==> src/exec_pkg.sv <==
/*
 * Shared definitions for the integer execute stage
 * Width typedefs, micro-op encoding and unit classification
 */
package exec_pkg;

  // ----------------------------------------
  // Widths
  // ----------------------------------------

  // Data word and pc
  typedef logic [31:0] word_t;

  // Architectural register index
  typedef logic [4:0] reg_addr_t;

  // Physical register index
  typedef logic [5:0] preg_t;

  // Link value is pc plus one instruction
  localparam word_t link_offset = 32'd4;

  // ----------------------------------------
  // Micro-ops
  // ----------------------------------------

  // ALU ops first, control flow after
  typedef enum logic [3:0] {
    OP_ADD  = 4'd0,
    OP_SUB  = 4'd1,
    OP_AND  = 4'd2,
    OP_ADDI = 4'd3,
    OP_BNE  = 4'd4,
    OP_JAL  = 4'd5,
    OP_JALR = 4'd6
  } uop_t;

  // Ops handled by the control-flow unit
  function automatic logic is_ctrl_flow(uop_t uop);
    case (uop)
      OP_BNE, OP_JAL, OP_JALR: return 1'b1;
      default: return 1'b0;
    endcase
  endfunction

endpackage
==> src/exec_top.sv <==
/*
 * Integer execute stage top level
 * Steer, control-flow and ALU units, writeback merge, flush control
 */
module exec_top #(
  parameter int p_seq_num_bits = 8,
  parameter int p_flush_cycles = 6
) (
  input  logic                      clk,
  input  logic                      rst,
  // Dispatch port
  input  logic                      d_val,
  output logic                      d_rdy,
  input  exec_pkg::word_t           d_pc,
  input  logic [p_seq_num_bits-1:0] d_seq_num,
  input  exec_pkg::word_t           d_op1,
  input  exec_pkg::word_t           d_op2,
  input  exec_pkg::word_t           d_imm,
  input  exec_pkg::reg_addr_t       d_waddr,
  input  exec_pkg::uop_t            d_uop,
  input  exec_pkg::preg_t           d_preg,
  input  exec_pkg::preg_t           d_ppreg,
  // Writeback port
  output logic                      w_val,
  input  logic                      w_rdy,
  output exec_pkg::word_t           w_pc,
  output logic [p_seq_num_bits-1:0] w_seq_num,
  output exec_pkg::reg_addr_t       w_waddr,
  output logic                      w_wen,
  output exec_pkg::word_t           w_wdata,
  output exec_pkg::preg_t           w_preg,
  output exec_pkg::preg_t           w_ppreg,
  // Squash notification
  output logic                      squash_val,
  output exec_pkg::word_t           squash_target,
  output logic [p_seq_num_bits-1:0] squash_seq_num
);

  import exec_pkg::*;

  // Steer to units
  logic cf_in_val, cf_in_rdy;
  logic alu_in_val, alu_in_rdy;

  // Unit results
  logic                      cf_w_val, cf_w_rdy, cf_w_wen;
  word_t                     cf_w_pc, cf_w_wdata;
  logic [p_seq_num_bits-1:0] cf_w_seq_num;
  reg_addr_t                 cf_w_waddr;
  preg_t                     cf_w_preg, cf_w_ppreg;
  logic                      alu_w_val, alu_w_rdy, alu_w_wen;
  word_t                     alu_w_pc, alu_w_wdata;
  logic [p_seq_num_bits-1:0] alu_w_seq_num;
  reg_addr_t                 alu_w_waddr;
  preg_t                     alu_w_preg, alu_w_ppreg;

  // Flush control
  logic kill, timer_start, timer_done;

  // ----------------------------------------
  // Issue
  // ----------------------------------------

  issue_steer u_issue_steer (
    .d_val, .d_uop, .kill, .cf_in_rdy, .alu_in_rdy,
    .d_rdy, .cf_in_val, .alu_in_val
  );

  // ----------------------------------------
  // Execute units
  // ----------------------------------------

  // Payload fans out straight from the dispatch inputs
  cf_unit #(.p_seq_num_bits(p_seq_num_bits)) u_cf_unit (
    .clk, .rst,
    .in_val(cf_in_val), .in_rdy(cf_in_rdy),
    .pc(d_pc), .seq_num(d_seq_num), .op1(d_op1), .op2(d_op2), .imm(d_imm),
    .waddr(d_waddr), .uop(d_uop), .preg(d_preg), .ppreg(d_ppreg),
    .out_val(cf_w_val), .out_rdy(cf_w_rdy), .out_pc(cf_w_pc),
    .out_seq_num(cf_w_seq_num), .out_waddr(cf_w_waddr), .out_wen(cf_w_wen),
    .out_wdata(cf_w_wdata), .out_preg(cf_w_preg), .out_ppreg(cf_w_ppreg),
    .squash_val, .squash_target, .squash_seq_num
  );

  alu_unit #(.p_seq_num_bits(p_seq_num_bits)) u_alu_unit (
    .clk, .rst,
    .in_val(alu_in_val), .in_rdy(alu_in_rdy),
    .pc(d_pc), .seq_num(d_seq_num), .op1(d_op1), .op2(d_op2), .imm(d_imm),
    .waddr(d_waddr), .uop(d_uop), .preg(d_preg), .ppreg(d_ppreg),
    .out_val(alu_w_val), .out_rdy(alu_w_rdy), .out_pc(alu_w_pc),
    .out_seq_num(alu_w_seq_num), .out_waddr(alu_w_waddr), .out_wen(alu_w_wen),
    .out_wdata(alu_w_wdata), .out_preg(alu_w_preg), .out_ppreg(alu_w_ppreg)
  );

  // ----------------------------------------
  // Writeback merge
  // ----------------------------------------

  wb_arbiter #(.p_seq_num_bits(p_seq_num_bits)) u_wb_arbiter (
    .clk, .rst,
    .cf_w_val, .cf_w_rdy, .cf_w_pc, .cf_w_seq_num, .cf_w_waddr,
    .cf_w_wen, .cf_w_wdata, .cf_w_preg, .cf_w_ppreg,
    .alu_w_val, .alu_w_rdy, .alu_w_pc, .alu_w_seq_num, .alu_w_waddr,
    .alu_w_wen, .alu_w_wdata, .alu_w_preg, .alu_w_ppreg,
    .w_val, .w_rdy, .w_pc, .w_seq_num, .w_waddr,
    .w_wen, .w_wdata, .w_preg, .w_ppreg
  );

  // ----------------------------------------
  // Flush window
  // ----------------------------------------

  flush_fsm #(.p_seq_num_bits(p_seq_num_bits)) u_flush_fsm (
    .clk, .rst, .squash_val, .squash_seq_num,
    .d_val, .d_seq_num, .timer_done, .kill, .timer_start
  );

  flush_timer #(.p_flush_cycles(p_flush_cycles)) u_flush_timer (
    .clk, .rst, .start(timer_start), .done(timer_done)
  );

endmodule

==> src/wb_arbiter.sv <==
/*
 * Writeback arbiter
 * Alternating-priority merge of both unit results onto the writeback port
 */
module wb_arbiter #(
  parameter int p_seq_num_bits = 8
) (
  input  logic                      clk,
  input  logic                      rst,
  // Control-flow unit result
  input  logic                      cf_w_val,
  output logic                      cf_w_rdy,
  input  exec_pkg::word_t           cf_w_pc,
  input  logic [p_seq_num_bits-1:0] cf_w_seq_num,
  input  exec_pkg::reg_addr_t       cf_w_waddr,
  input  logic                      cf_w_wen,
  input  exec_pkg::word_t           cf_w_wdata,
  input  exec_pkg::preg_t           cf_w_preg,
  input  exec_pkg::preg_t           cf_w_ppreg,
  // ALU unit result
  input  logic                      alu_w_val,
  output logic                      alu_w_rdy,
  input  exec_pkg::word_t           alu_w_pc,
  input  logic [p_seq_num_bits-1:0] alu_w_seq_num,
  input  exec_pkg::reg_addr_t       alu_w_waddr,
  input  logic                      alu_w_wen,
  input  exec_pkg::word_t           alu_w_wdata,
  input  exec_pkg::preg_t           alu_w_preg,
  input  exec_pkg::preg_t           alu_w_ppreg,
  // Writeback port
  output logic                      w_val,
  input  logic                      w_rdy,
  output exec_pkg::word_t           w_pc,
  output logic [p_seq_num_bits-1:0] w_seq_num,
  output exec_pkg::reg_addr_t       w_waddr,
  output logic                      w_wen,
  output exec_pkg::word_t           w_wdata,
  output exec_pkg::preg_t           w_preg,
  output exec_pkg::preg_t           w_ppreg
);

  logic prio_alu;
  logic lock;
  logic lock_alu;
  logic sel_alu;
  logic w_xfer;

  // ----------------------------------------
  // Grant
  // ----------------------------------------

  // A stalled grant is held so the payload stays stable
  // otherwise the older loser goes first
  always_comb begin
    if (lock) begin
      sel_alu = lock_alu;
    end else begin
      sel_alu = alu_w_val & (~cf_w_val | prio_alu);
    end
  end

  assign w_xfer = w_val & w_rdy;

  // Priority flips only on a completed transfer
  always_ff @(posedge clk) begin
    if (rst) begin
      prio_alu <= 1'b0;
    end else if (w_xfer) begin
      prio_alu <= ~sel_alu;
    end
  end

  always_ff @(posedge clk) begin
    if (rst) begin
      lock     <= 1'b0;
      lock_alu <= 1'b0;
    end else begin
      lock     <= w_val & ~w_rdy;
      lock_alu <= sel_alu;
    end
  end

  // ----------------------------------------
  // Handshake and payload mux
  // ----------------------------------------

  assign w_val     = cf_w_val | alu_w_val;
  assign cf_w_rdy  = w_rdy & ~sel_alu;
  assign alu_w_rdy = w_rdy & sel_alu;

  assign w_pc      = sel_alu ? alu_w_pc      : cf_w_pc;
  assign w_seq_num = sel_alu ? alu_w_seq_num : cf_w_seq_num;
  assign w_waddr   = sel_alu ? alu_w_waddr   : cf_w_waddr;
  assign w_wen     = sel_alu ? alu_w_wen     : cf_w_wen;
  assign w_wdata   = sel_alu ? alu_w_wdata   : cf_w_wdata;
  assign w_preg    = sel_alu ? alu_w_preg    : cf_w_preg;
  assign w_ppreg   = sel_alu ? alu_w_ppreg   : cf_w_ppreg;

endmodule

==> src/flush_timer.sv <==
/*
 * Refill window timer
 * Down-counter with a done pulse on the last window cycle
 */
module flush_timer #(
  parameter int p_flush_cycles = 6
) (
  input  logic clk,
  input  logic rst,
  input  logic start,
  output logic done
);

  localparam int p_count_bits = $clog2(p_flush_cycles + 1);

  logic [p_count_bits-1:0] count;

  // Zero means idle; start reloads even mid-window
  always_ff @(posedge clk) begin
    if (rst) begin
      count <= '0;
    end else if (start) begin
      count <= p_count_bits'(p_flush_cycles);
    end else if (count != '0) begin
      count <= count - 1'b1;
    end
  end

  // Last cycle of the window
  assign done = (count == p_count_bits'(1));

endmodule

==> src/flush_fsm.sv <==
/*
 * Squash and flush state machine
 * Latches the squashing sequence number and kills younger dispatches
 */
module flush_fsm #(
  parameter int p_seq_num_bits = 8
) (
  input  logic                      clk,
  input  logic                      rst,
  input  logic                      squash_val,
  input  logic [p_seq_num_bits-1:0] squash_seq_num,
  input  logic                      d_val,
  input  logic [p_seq_num_bits-1:0] d_seq_num,
  input  logic                      timer_done,
  output logic                      kill,
  output logic                      timer_start
);

  typedef enum logic {
    IDLE,
    FLUSH
  } state_t;

  state_t                    state;
  state_t                    state_next;
  logic [p_seq_num_bits-1:0] squash_seq_r;

  // ----------------------------------------
  // State
  // ----------------------------------------

  // A new squash wins over the end of the window
  always_comb begin
    state_next = state;
    if (squash_val) begin
      state_next = FLUSH;
    end else if (timer_done) begin
      state_next = IDLE;
    end
  end

  always_ff @(posedge clk) begin
    if (rst) begin
      state <= IDLE;
    end else begin
      state <= state_next;
    end
  end

  // Re-latched on every squash, also inside a window
  always_ff @(posedge clk) begin
    if (squash_val) begin
      squash_seq_r <= squash_seq_num;
    end
  end

  // ----------------------------------------
  // Outputs
  // ----------------------------------------

  // Start or restart the refill window
  assign timer_start = squash_val;

  // Plain unsigned compare, no wrap handling
  assign kill = (state == FLUSH) & d_val & (d_seq_num > squash_seq_r);

endmodule

==> src/issue_steer.sv <==
/*
 * Issue steer
 * Routes each dispatched micro-op to the control-flow or ALU unit
 */
module issue_steer (
  input  logic             d_val,
  input  exec_pkg::uop_t   d_uop,
  input  logic             kill,
  input  logic             cf_in_rdy,
  input  logic             alu_in_rdy,
  output logic             d_rdy,
  output logic             cf_in_val,
  output logic             alu_in_val
);

  import exec_pkg::*;

  logic to_cf;
  logic issue;

  // Unit class from the opcode
  assign to_cf = is_ctrl_flow(d_uop);

  // Killed ops never reach a unit
  assign issue = d_val & ~kill;

  assign cf_in_val  = issue & to_cf;
  assign alu_in_val = issue & ~to_cf;

  // Killed op is swallowed in one cycle
  // otherwise wait on the targeted unit only
  always_comb begin
    if (kill) begin
      d_rdy = 1'b1;
    end else if (to_cf) begin
      d_rdy = cf_in_rdy;
    end else begin
      d_rdy = alu_in_rdy;
    end
  end

endmodule

==> src/alu_unit.sv <==
/*
 * Integer ALU execute unit for ADD, SUB, AND and ADDI
 * One-entry input register and result generation
 */
module alu_unit #(
  parameter int p_seq_num_bits = 8
) (
  input  logic                      clk,
  input  logic                      rst,
  // Dispatch side
  input  logic                      in_val,
  output logic                      in_rdy,
  input  exec_pkg::word_t           pc,
  input  logic [p_seq_num_bits-1:0] seq_num,
  input  exec_pkg::word_t           op1,
  input  exec_pkg::word_t           op2,
  input  exec_pkg::word_t           imm,
  input  exec_pkg::reg_addr_t       waddr,
  input  exec_pkg::uop_t            uop,
  input  exec_pkg::preg_t           preg,
  input  exec_pkg::preg_t           ppreg,
  // Result side
  output logic                      out_val,
  input  logic                      out_rdy,
  output exec_pkg::word_t           out_pc,
  output logic [p_seq_num_bits-1:0] out_seq_num,
  output exec_pkg::reg_addr_t       out_waddr,
  output logic                      out_wen,
  output exec_pkg::word_t           out_wdata,
  output exec_pkg::preg_t           out_preg,
  output exec_pkg::preg_t           out_ppreg
);

  import exec_pkg::*;

  logic                      val_r;
  word_t                     pc_r;
  logic [p_seq_num_bits-1:0] seq_num_r;
  word_t                     op1_r;
  word_t                     op2_r;
  word_t                     imm_r;
  reg_addr_t                 waddr_r;
  uop_t                      uop_r;
  preg_t                     preg_r;
  preg_t                     ppreg_r;

  // ----------------------------------------
  // Input register
  // ----------------------------------------

  // Same-cycle refill when the held result is taken
  assign in_rdy = out_rdy | ~val_r;

  always_ff @(posedge clk) begin
    if (rst) begin
      val_r <= 1'b0;
    end else if (in_val & in_rdy) begin
      val_r <= 1'b1;
    end else if (out_val & out_rdy) begin
      val_r <= 1'b0;
    end
  end

  always_ff @(posedge clk) begin
    if (in_val & in_rdy) begin
      pc_r      <= pc;
      seq_num_r <= seq_num;
      op1_r     <= op1;
      op2_r     <= op2;
      imm_r     <= imm;
      waddr_r   <= waddr;
      uop_r     <= uop;
      preg_r    <= preg;
      ppreg_r   <= ppreg;
    end
  end

  // ----------------------------------------
  // Result
  // ----------------------------------------

  always_comb begin
    case (uop_r)
      OP_ADD:  out_wdata = op1_r + op2_r;
      OP_SUB:  out_wdata = op1_r - op2_r;
      OP_AND:  out_wdata = op1_r & op2_r;
      OP_ADDI: out_wdata = op1_r + imm_r;
      default: out_wdata = '0;
    endcase
  end

  // Every ALU op writes its destination
  assign out_wen     = 1'b1;
  assign out_val     = val_r;
  assign out_pc      = pc_r;
  assign out_seq_num = seq_num_r;
  assign out_waddr   = waddr_r;
  assign out_preg    = preg_r;
  assign out_ppreg   = ppreg_r;

endmodule

==> src/cf_unit.sv <==
/*
 * Control-flow execute unit for BNE, JAL and JALR
 * One-entry input register, branch resolution, squash pulse, link write
 */
module cf_unit #(
  parameter int p_seq_num_bits = 8
) (
  input  logic                      clk,
  input  logic                      rst,
  // Dispatch side
  input  logic                      in_val,
  output logic                      in_rdy,
  input  exec_pkg::word_t           pc,
  input  logic [p_seq_num_bits-1:0] seq_num,
  input  exec_pkg::word_t           op1,
  input  exec_pkg::word_t           op2,
  input  exec_pkg::word_t           imm,
  input  exec_pkg::reg_addr_t       waddr,
  input  exec_pkg::uop_t            uop,
  input  exec_pkg::preg_t           preg,
  input  exec_pkg::preg_t           ppreg,
  // Result side
  output logic                      out_val,
  input  logic                      out_rdy,
  output exec_pkg::word_t           out_pc,
  output logic [p_seq_num_bits-1:0] out_seq_num,
  output exec_pkg::reg_addr_t       out_waddr,
  output logic                      out_wen,
  output exec_pkg::word_t           out_wdata,
  output exec_pkg::preg_t           out_preg,
  output exec_pkg::preg_t           out_ppreg,
  // Squash notification
  output logic                      squash_val,
  output exec_pkg::word_t           squash_target,
  output logic [p_seq_num_bits-1:0] squash_seq_num
);

  import exec_pkg::*;

  logic                      val_r;
  word_t                     pc_r;
  logic [p_seq_num_bits-1:0] seq_num_r;
  word_t                     op1_r;
  word_t                     op2_r;
  word_t                     imm_r;
  reg_addr_t                 waddr_r;
  uop_t                      uop_r;
  preg_t                     preg_r;
  preg_t                     ppreg_r;
  logic                      in_xfer;
  logic                      out_xfer;
  logic                      taken;
  logic                      squash_sent;

  // ----------------------------------------
  // Input register
  // ----------------------------------------

  assign in_xfer  = in_val & in_rdy;
  assign out_xfer = out_val & out_rdy;

  // Free when empty or when the held result leaves this cycle
  assign in_rdy = out_rdy | ~val_r;

  // Occupied until the arbiter takes the result
  always_ff @(posedge clk) begin
    if (rst) begin
      val_r <= 1'b0;
    end else if (in_xfer) begin
      val_r <= 1'b1;
    end else if (out_xfer) begin
      val_r <= 1'b0;
    end
  end

  always_ff @(posedge clk) begin
    if (in_xfer) begin
      pc_r      <= pc;
      seq_num_r <= seq_num;
      op1_r     <= op1;
      op2_r     <= op2;
      imm_r     <= imm;
      waddr_r   <= waddr;
      uop_r     <= uop;
      preg_r    <= preg;
      ppreg_r   <= ppreg;
    end
  end

  // ----------------------------------------
  // Branch resolution and squash
  // ----------------------------------------

  // Only BNE can redirect; jumps are predicted correctly upstream
  assign taken = (uop_r == OP_BNE) && (op1_r != op2_r);

  // Low only in the first cycle after a new op is loaded
  always_ff @(posedge clk) begin
    if (rst) begin
      squash_sent <= 1'b0;
    end else begin
      squash_sent <= ~in_xfer;
    end
  end

  // One-cycle pulse, even if the result is held longer
  assign squash_val     = val_r & taken & ~squash_sent;
  assign squash_target  = pc_r + imm_r;
  assign squash_seq_num = seq_num_r;

  // ----------------------------------------
  // Result port
  // ----------------------------------------

  // Branches write nothing, jumps write the link value
  assign out_wen     = (uop_r == OP_JAL) || (uop_r == OP_JALR);
  assign out_wdata   = pc_r + link_offset;
  assign out_val     = val_r;
  assign out_pc      = pc_r;
  assign out_seq_num = seq_num_r;
  assign out_waddr   = waddr_r;
  assign out_preg    = preg_r;
  assign out_ppreg   = ppreg_r;

endmodule

==> config.mk <==
export PLATFORM = sky130hd
export DESIGN_NAME = exec_top
export DESIGN_NICKNAME = d
export VERILOG_FILES = /design/src/exec_pkg.sv /design/src/exec_top.sv /design/src/wb_arbiter.sv /design/src/flush_timer.sv /design/src/flush_fsm.sv /design/src/issue_steer.sv /design/src/alu_unit.sv /design/src/cf_unit.sv
export SDC_FILE = /design/constraint.sdc
export NUM_CORES = 1
export LEC_CHECK = 0
export ABC_AREA = 1
export BUFFER_PORTS_ARGS = -buffer_cell sky130_fd_sc_hd__buf_4
export CORE_UTILIZATION = 40
export CTS_CLUSTER_DIAMETER = 60
export CTS_CLUSTER_SIZE = 28
export DETAILED_ROUTE_END_ITERATION = 16
export HOLD_SLACK_MARGIN = 0.03
export SLEW_MARGIN = 30
export SYNTH_ARGS = -nofsm -noshare
export SYNTH_HDL_FRONTEND = slang
export SYNTH_SLANG_ARGS = --single-unit
export TNS_END_PERCENT = 5
==> constraint.sdc <==
create_clock -name clk -period 12.5 [get_ports clk]
set_input_delay 2.5 -clock clk [delete_from_list [all_inputs] [get_ports clk]]
set_output_delay 2.5 -clock clk [all_outputs]
set_load 0.01 [all_outputs]
======== Word level (Yosys, flattened, before mapping) ========
Index checks and enable logic that the tools add are counted.
cells by class
  divide/modulo/power cells ............... 0
  multiply operators ...................... 0
  magnitude comparators ................... 1
  bitwise gates (word level) .............. 29
  shift operators ......................... 0
  add/subtract/negate cells ............... 6
  equal/unequal tests ..................... 11
  multiplexer cells ....................... 20
  reductions and logical operators ........ 10
operators by type and width
  operator               count
  $pmux 32 s4            1
  $add 32x32->32         3
  $mux 32                2
  $add 32x3->32 const B  1
  $and 32x32->32         1
  $ne 32x32->1           1
  $sub 32x32->32         1
  $eq 4x3->1 const B     6
  $and 1x1->1            16
  $mux 6                 2
  $mux 1                 11
  $eq 4x2->1 const B     2
  $gt 8x8->1             1
  $mux 8                 1
  $not 1->1              8
  $reduce_bool 2->1      4
  $mux 3                 2
  $mux 5                 1
  $eq 4x1->1 const B     1
  $logic_not 4->1        1
  $or 1x1->1             4
  $eq 3x1->1 const B     1
  $reduce_bool 3->1      1
  $reduce_or 3->1        1
  other kinds (4)        4
storage, ports and cells
  memories kept ........................... 0
  word-level logic and storage cells ...... 105
  latch bits .............................. 0
  bits in read-only memories .............. 0
  output and inout bits ................... 133
  memory bits (writable) .................. 0
  input bits .............................. 161
  bits in registers ....................... 332

======== Longest topological paths before layout ========
Gate-level depths: netlist of the first run.
  word-level depth ........................ 9
  mapped depth ............................ 26
  gate-level depth less buffers ........... 26

======== Hierarchy ========
Synthesis of the first run repeated with hierarchy kept, for this count alone.
second synthesis, totals
  cells, all modules ...................... 2,160
  area total of the unflattened synthesis .. 19,134.6 µm²
modules (own cells, without submodules)
  module       instances  cells each  sequential area each (µm²)  area an instance (µm²)
  alu_unit     1          898         4,734.5                     8,638.3
  cf_unit      1          861         4,754.6                     8,348.0
  wb_arbiter   1          314         60.1                        1,401.3
  flush_fsm    1          52          260.2                       509.2
  flush_timer  1          25          60.1                        185.2
  issue_steer  1          10          0.0                         52.6

======== Worst setup path before layout of the first run ========
OpenSTA, ideal clock, no wires.
  path kind ............................... in2reg
  start ................................... in d_seq_num[3]
  end ..................................... reg u_alu_unit.imm_r[0] (enable)
  buffers on the path ..................... 0
  path slack .............................. 1.875 ns
  arrival time ............................ 9.949 ns
  required time ........................... 11.823 ns
  stages on the path ...................... 8
  setup time .............................. 0.677 ns
  cell sequence ........................... ha_1 nand2_1 inv_1 a221oi_1 o21ai_0 nand4_1 nand2_1 nor2_1
on the way
  longest elaborated chain between the ends .. 6
RTL lines
  item                  line               RTL
  from (decl)           exec_top.sv:15     input logic [p_seq_num_bits-1:0] d_seq_num,
  $gt 8x8->1            flush_fsm.sv:65    assign kill = (state == FLUSH) & d_val & (d_seq_num > squash_seq_r);
  $and 1x1->1           flush_fsm.sv:65
  $not 1->1             issue_steer.sv:25  assign issue = d_val & ~kill;
  $and 1x1->1           issue_steer.sv:25
  $and 1x1->1           issue_steer.sv:28  assign alu_in_val = issue & ~to_cf;
  $and 1x1->1           alu_unit.sv:65     if (in_val & in_rdy) begin
  to (signal assigned)  alu_unit.sv:70     imm_r <= imm;
  to (decl)             alu_unit.sv:41     word_t imm_r;
Every way passes these cells.
A chain may end at the register's enable or synchronous reset.

======== Final worst setup path of the first run ========
  start ................................... reg u_alu_unit.uop_r[3]
  end ..................................... out w_wdata[16]
on the way
  longest elaborated chain between the ends .. 3
  elaborated cells between the ends (all ways) .. 6
  those cells by class .................... eq/ne: 3; mux: 2; reduce/logical: 1
RTL lines
  item                                line              RTL
  from (decl)                         alu_unit.sv:43    uop_t uop_r;
  from (signal assigned)              alu_unit.sv:72    uop_r <= uop;
  $eq 4x2->1 (tied with other cells)  alu_unit.sv:83    case (uop_r)
  $pmux 32 s4 *                       alu_unit.sv:83
  $mux 32 *                           wb_arbiter.sv:95  assign w_wdata = sel_alu ? alu_w_wdata : cf_w_wdata;
  to (decl)                           exec_top.sv:30    output exec_pkg::word_t w_wdata,
Mark *: on every way between the ends. The rest lies on a longest branch, timed or not.

==> metrics.md, run 1 <==
| Metric | Value |
|---|---|
| Outcome | finished, final reports clean |
| Min-Delay Path Depth | 0 |
| Switching power | 846 µW |
| GR Layer Usage met3 | 0.0487 |
| Number of cells produced by synthesis | 1866 |
| Nets@finish | 2403 |
| Worst-Margin Slew | 0.950 ns |
| Number of synthesized register bits | 332 |
| Synthesized area | 17800 µm² |
| Power Density | 128 nW/µm² |
| Gr busiest metal | met2 |
| Synth area leaders | edfxtp_1 54%, nand2_1 9.6%, ha_1 5.6% |
| CTS tree | yes |
| Sink Count | 332 |
| Clock Path Buffers | 3 |
| Post-Route Skew | 0.0344 ns |
| RR Endpoint | u_cf_unit.out_pc[2] |
| Die ar. | 45300 µm² |
| Setup TNS | 0 ns |
| CP endpoint kind | output port |
| RSZ-0062 raised after global routing | false |
| Ys Warns | 0 |
| PortBufs | 293 |
| Vias in the first global route | 14200 |
| Root cell of the clock tree | clkbuf_16 |
| Kind of critical path | reg2out |
| Most frequent cells in the layout | 452 x nand2_1, 322 x edfxtp_1, 300 x buf_4, 182 x inv_1, 152 x nor2_1 |
| Total congestion overflow | 0 |
| CTS Hold Bufs | 0 |
| Chip height | 213 µm |
| Most common cell after layout, fill and taps aside | nand2_1 |
| Worst-Skew Late Latency | 0.60 ns |
| Pwr Total | 2.77 mW |
| FP Rows | 76 |
| Biggest area consumer among synthesized cells | edfxtp_1 |
| Max cap viols | 0 |
| R2R setup slack | 8.84 ns |
| Crit path arrival time | 5.37 ns |
| Vias/cell | 5.30 |
| Initial antenna violation count | 0 |
| Post-synth EDFFs | 322 |
| Synth Flop Type | edfxtp_1 |
| Syn_nets | 2109 |
| Synth top area share | 0.544 |
| R2R depth | 10 |
| First-pass GRT wire length | 88600 µm |
| Period utilization | 0.630 |
| Die Span X | 213 µm |
| Clock slew at reported path FFs | 0.09 ns |
| Largest net degree at the start of global routing | 90 |
| Hold Path Class | reg2reg |
| Hold Vio Cnt, Final | 0 |
| Seq pwr share | 0.476 |
| CTS buffer count | 28 |
| Post-CTS Setup Inserts | 0 |
| Multi-input gate area in the final layout | 7050 µm² |
| DRC violations left | 0 |
| Logic pwr share | 0.171 |
| Detail Placement HPWL | 47600 µm |
| Fill cell count | 4084 |
| Seq/Total Area, Yosys | 0.556 |
| Internal power | 1.92 mW |
| Final ANT Viol Nets | 0 |
| Post-cts resize count | 0 |
| Rel. slew slack | 0.367 |
| Drt first pass iters | 5 |
| Sw Share | 0.306 |
| P_leak | 8.90 nW |
| Final setup vio count | 0 |
| WL final | 60400 µm |
| Req. time, crit path | 10.00 ns |
| Routed wire length per instance | 21.8 µm |
| Global-route usage over all layers | 0.265 |
| Maximum vdd drop | 0.000101 V |
| R2r startpoint | u_cf_unit.out_val |
| FFs w/ async S/R, synth | 0 |
| ANT cells | 0 |
| Hold EP | u_flush_fsm.squash_seq_r[4] |
| DR vias | 14700 |
| Ports | 294 |
| Met1 global-route usage | 0.359 |
| Placeable Area | 43500 µm² |
| Peak Freq | 127 MHz |
| Syn_area_per_cell | 9.52 µm² |
| Starting DRT DRC Count | 1126 |
| HP Start | u_cf_unit.out_seq_num[4] |
| Starting Density | 0.409 |
| Reg area | 9870 µm² |
| Startpoint types | flip-flop |
| Met2 Track Usage GR | 0.436 |
| Share of total power in the clock network | 0.353 |
| RePlAce Congestion | 0.936 |
| Pins Over Slew Limit | 0 |
| Max H-tree Level | 1 |
| Post-route minimum period | 7.87 ns |
| Layout area overhead | 22.1% |
| CP max FO | 26 |
| Number of library cell types mapped by synthesis | 50 |
| Layout cell share with drive strength beyond 1 | 0.179 |
==> registers in the layout (all words and copies together), names as in the netlist, 6 cells and up <==
name / flops
u_alu_unit.out_ppreg: 6
u_alu_unit.out_pc: 32
u_alu_unit.out_preg: 6
u_alu_unit.imm_r: 32
u_flush_fsm.squash_seq_r: 8
u_cf_unit.op2_r: 32
u_alu_unit.out_seq_num: 8
u_alu_unit.op2_r: 32
u_cf_unit.imm_r: 32
u_cf_unit.out_pc: 32
u_cf_unit.out_preg: 6
u_cf_unit.out_ppreg: 6
u_cf_unit.out_seq_num: 8
u_alu_unit.op1_r: 32
u_cf_unit.op1_r: 32
==> metal layers <==
metal | vias to the layer above | wire (µm)
li1 | 7088 | -
met1 | 7004 | 26500
met2 | 508 | 28200
met3 | 62 | 4230
met4 | 0 | 1440
met5 | - | 0
==> cell families after synthesis <==
group,share of synthesized area
and+or+nand+nor,0.196
xor gates and xnor gates,0.0350
AOI/OAI and AO/OA,0.106
DFF,0.556
buffers and inverters,0.0486
adders and majority gates,0.0586
==> layout make-up <==
| cell class | count | share of cell area |
|---|---|---|
| Sequential cell | 332 | 0.455 |
| Clock inverter | 24 | 0.0163 |
| Timing Repair Buffer | 301 | 0.104 |
| Multi-Input combinational cell | 1309 | 0.325 |
| Clock buffer | 28 | 0.0323 |
| Inverter | 188 | 0.0328 |
| Tap cell | 585 | 0.0338 |
==> per-stage QoR <==
step | setup WS (ns) | hold slack, ns | std cells | utilization | instance area, µm²
2_1_floorplan | 1.87 | 0.455 | 1866 | - | 17800
3_3_place_gp | 5.39 | 0.473 | 2715 | 0.474 | 20600
3_5_place_dp | 5.31 | 0.470 | 2715 | 0.474 | 20600
4_1_cts | 4.65 | 0.491 | 2767 | 0.499 | 21700
5_1_grt | 4.12 | 0.516 | 2767 | 0.499 | 21700
6_report | 4.63 | 0.487 | 2767 | 0.499 | 21700
==> power groups by stage <==
stage	combinational, mW	clock, mW	sequential, mW
after global routing	0.522	1.04	1.32
after CTS	0.475	0.997	1.32
after floorplan	0.257	0	1.34
after global placement	0.471	0	1.34
final	0.474	0.976	1.32
after detailed placement	0.472	0	1.34
==> critical path, stage by stage, from the launching register on <==
cell and delay [ns]:
edfxtp_1 0.37, or2_4 0.28, nor2_4 0.43, inv_2 0.35
nor2_4 0.48, inv_1 0.34, a21oi_1 0.19, o21ai_0 0.09
a22oi_1 0.18, ha_1 0.34, a21oi_1 0.22, o21ai_0 0.15
a31oi_1 0.47, nor2_1 0.11, o21ai_0 0.17, nand3_1 0.09
a31oi_1 0.33, buf_4 0.20
==> cell usage after synthesis (10+ instances only) <==
master / number
inv_1: 185
xnor2_1: 38
a31oi_1: 12
o21ai_0: 123
nand4_1: 25
dfxtp_1: 10
nor3_1: 28
nand3_1: 101
a21oi_1: 131
nand2_1: 452
ha_1: 80
xor2_1: 33
nor2_1: 153
edfxtp_1: 322
o22ai_1: 11
nor4_1: 19
clkbuf_1: 25
==> worst max-delay path by stage <==
stage	startpoint	endpoint	slack, ns	depth (start not counted)
floorplan	d_seq_num[3]	u_alu_unit.imm_r[0]	1.87	8
global placement	u_alu_unit.uop_r[3]	w_wdata[22]	5.39	21
CTS	u_alu_unit.uop_r[3]	w_wdata[22]	4.65	21
detailed placement	u_alu_unit.uop_r[3]	w_wdata[22]	5.31	21
global route	u_alu_unit.uop_r[3]	w_wdata[22]	4.12	21
finish	u_alu_unit.uop_r[3]	w_wdata[16]	4.63	17
(Power assumes the default switching activity.)
==> inputs of run 2 (changes only) <==
- clock period: 12.5 -> 6.7 ns (I/O delays scaled with it)
==> run 2 against run 1 <==
Sequential cell count stayed put. Worst hold slack better by 0.0058 ns. Register-to-register slack got worse by 5.6 ns. Routed wire length shrank 2.5%. Worst setup slack got worse by 4.1 ns. Critical endpoint is now w_wdata[14].
==> metrics.md, run 2 (synthesis gave the netlist of run 1 again) <==
| Metric | Value |
|---|---|
| Most frequent cells in the layout | 452 x nand2_1, 322 x edfxtp_1, 299 x buf_4, 182 x inv_1, 152 x nor2_1 (was 452 x nand2_1, 322 x edfxtp_1, 300 x buf_4, 182 x inv_1, 152 x nor2_1) |
| Most common cell after layout, fill and taps aside | nand2_1 (unchanged) |
| Final core occ | 0.501 (was 0.499) |
| Post-route minimum period | 6.22 ns |
| CTS tree | yes (unchanged) |
| Chip height | 213 µm (unchanged) |
| Placed cell area | 20700 µm² (was 20600 µm²) |
| Global-route usage over all layers | 0.259 (was 0.265) |
| Die ar. | 45300 µm² (unchanged) |
| CP max FO | 26 (unchanged) |
| CTS buffer count | 29 (was 28) |
| Starting Density | 0.409 (unchanged) |
| Post-Route Skew | 0.0196 ns (was 0.0344 ns) |
| Die Span X | 213 µm (unchanged) |
| Worst-Margin Slew | 0.951 ns (was 0.950 ns) |
| Worst-Skew Late Latency | 0.60 ns (about the same) |
| Final setup vio count | 0 (unchanged) |
| Pre-CTS setup slack | 1.18 ns (was 5.31 ns) |
| Power Density | 238 nW/µm² (was 128 nW/µm²) |
| Final instance area | 21800 µm² (was 21700 µm²) |
| Met2 WL | 27300 µm (was 28200 µm) |
| PnR worst setup slack | 0.479 ns (was 4.63 ns) |
| CTS Hold Bufs | 0 (unchanged) |
| Dpl cells | 2716 (was 2715) |
| Req. time, crit path | 5.36 ns (was 10.00 ns) |
| Starting DRT DRC Count | 1101 (was 1126) |
| Fin cells | 2771 (was 2767) |
| Multi-input gate area in the final layout | 7050 µm² (unchanged) |
| Pins Over Slew Limit | 0 (unchanged) |
| Vias/cell | 5.27 (was 5.30) |
| Clock Path Buffers | 3 (unchanged) |
| PortBufs | 293 (unchanged) |
| Hold Path Class | reg2reg (unchanged) |
| Setup TNS | 0 ns (unchanged) |
| Layout cell share with drive strength beyond 1 | 0.181 (was 0.179) |
| Startpoint types | flip-flop (unchanged) |
| Sink Count | 332 (unchanged) |
| Nets@finish | 2405 (was 2403) |
| Vias in the first global route | 14100 (was 14200) |
| Outcome | finished, final reports clean (unchanged) |
| First-pass GRT wire length | 86000 µm (was 88600 µm) |
| Period utilization | 0.928 |
| Detail Placement HPWL | 46700 µm (was 47600 µm) |
| RePlAce Congestion | 0.919 (was 0.936) |
| Root cell of the clock tree | clkbuf_16 (unchanged) |
| FP Rows | 76 (unchanged) |
| DRC violations left | 0 (unchanged) |
| Maximum vdd drop | 0.000163 V (was 0.000101 V) |
| Max cap viols | 0 (unchanged) |
| Fill cell count | 4070 (was 4084) |
| Placeable Area | 43500 µm² (unchanged) |
| Hold Vio Cnt, Final | 0 (unchanged) |
| Peak Freq | 161 MHz |
| Ports | 294 (unchanged) |
| Largest net degree at the start of global routing | 99 (was 90) |
| Drt first pass iters | 5 (unchanged) |
| CP endpoint kind | output port (unchanged) |
| Top layer reached by signal wires | met4 (unchanged) |
| Post-cts resize count | 0 (unchanged) |
| P_leak | 8.93 nW (was 8.90 nW) |
| Rel. slew slack | 0.366 (was 0.367) |
| Initial antenna violation count | 1 (was 0) |
| Post-CTS Setup Inserts | 0 (unchanged) |
| RSZ-0062 raised after global routing | false (unchanged) |
| Total congestion overflow | 0 (unchanged) |
| Max H-tree Level | 1 (unchanged) |
| Crit path arrival time | 4.88 ns (was 5.37 ns) |
| WL final | 58900 µm (was 60400 µm) |
| Layout area overhead | 22.5% (was 22.1%) |
| Final ANT Viol Nets | 0 (unchanged) |
| Clock slew at reported path FFs | 0.09 ns (about the same) |
| Reg area | 9870 µm² (unchanged) |
| Kind of critical path | reg2out (unchanged) |
| Met3 Wirelength | 4900 µm (was 4230 µm) |
| Routed wire length per instance | 21.2 µm (was 21.8 µm) |
| Met1 wire length | 24900 µm (was 26500 µm) |
| DR vias | 14600 (was 14700) |
run 2: final timing paths:
path | start | to | slack, ns | depth (start not counted)
setup / recovery | u_alu_unit.uop_r[3] | w_wdata[14] | 0.48 | 19
hold / removal | u_flush_fsm.state | u_flush_fsm.state | 0.49 | 2
setup reg to reg | u_cf_unit.out_val | u_cf_unit.out_pc[20] | 3.26 | 10
hold reg to reg | u_flush_fsm.state | u_flush_fsm.state | 0.49 | 2
run 2: per-layer routing:
layer	global-route usage	vias up
met4	0.0757	0
met5	0	-
li1	-	7103
met2	0.424	533
met1	0.338	6886
met3	0.0666	79
run 2: stage by stage:
| step | hold WS, ns | power [mW] |
|---|---|---|
| CTS | 0.490 | 5.22 |
| floorplan | 0.455 | 2.96 |
| global route | 0.509 | 5.39 |
| detailed placement | 0.473 | 3.38 |
| global placement | 0.466 | 3.38 |
| finish | 0.493 | 5.18 |
run 2: final cells by class:
type / count / share of cell area
clock buffers: 32 / 0.0353
repair buffers: 302 / 0.106
flip-flops and latches: 332 / 0.454
inverters: 188 / 0.0327
diodes: 1 / 0.000115
clock inverters: 22 / 0.0143
well taps: 585 / 0.0337
multi-input cells: 1309 / 0.324
run 2: power breakdown:
group	switching, mW	internal [mW]
Clock	0.931	0.916
Sequential	0.0713	2.39
Combinational	0.544	0.331
run 2: critical path: stages (launching register included):
cell	delay (ns)
edfxtp_1	0.37
or2_4	0.28
nor2_4	0.09
inv_2	0.20
nor2_4	0.45
inv_1	0.38
a21oi_1	0.20
o21ai_0	0.10
a22oi_1	0.24
ha_1	0.34
a21oi_1	0.29
o21ai_0	0.25
a21oi_1	0.17
nand2_1	0.19
a21oi_1	0.17
o21ai_0	0.11
nand2_1	0.07
nand2_1	0.08
nand2_1	0.16
buf_4	0.14
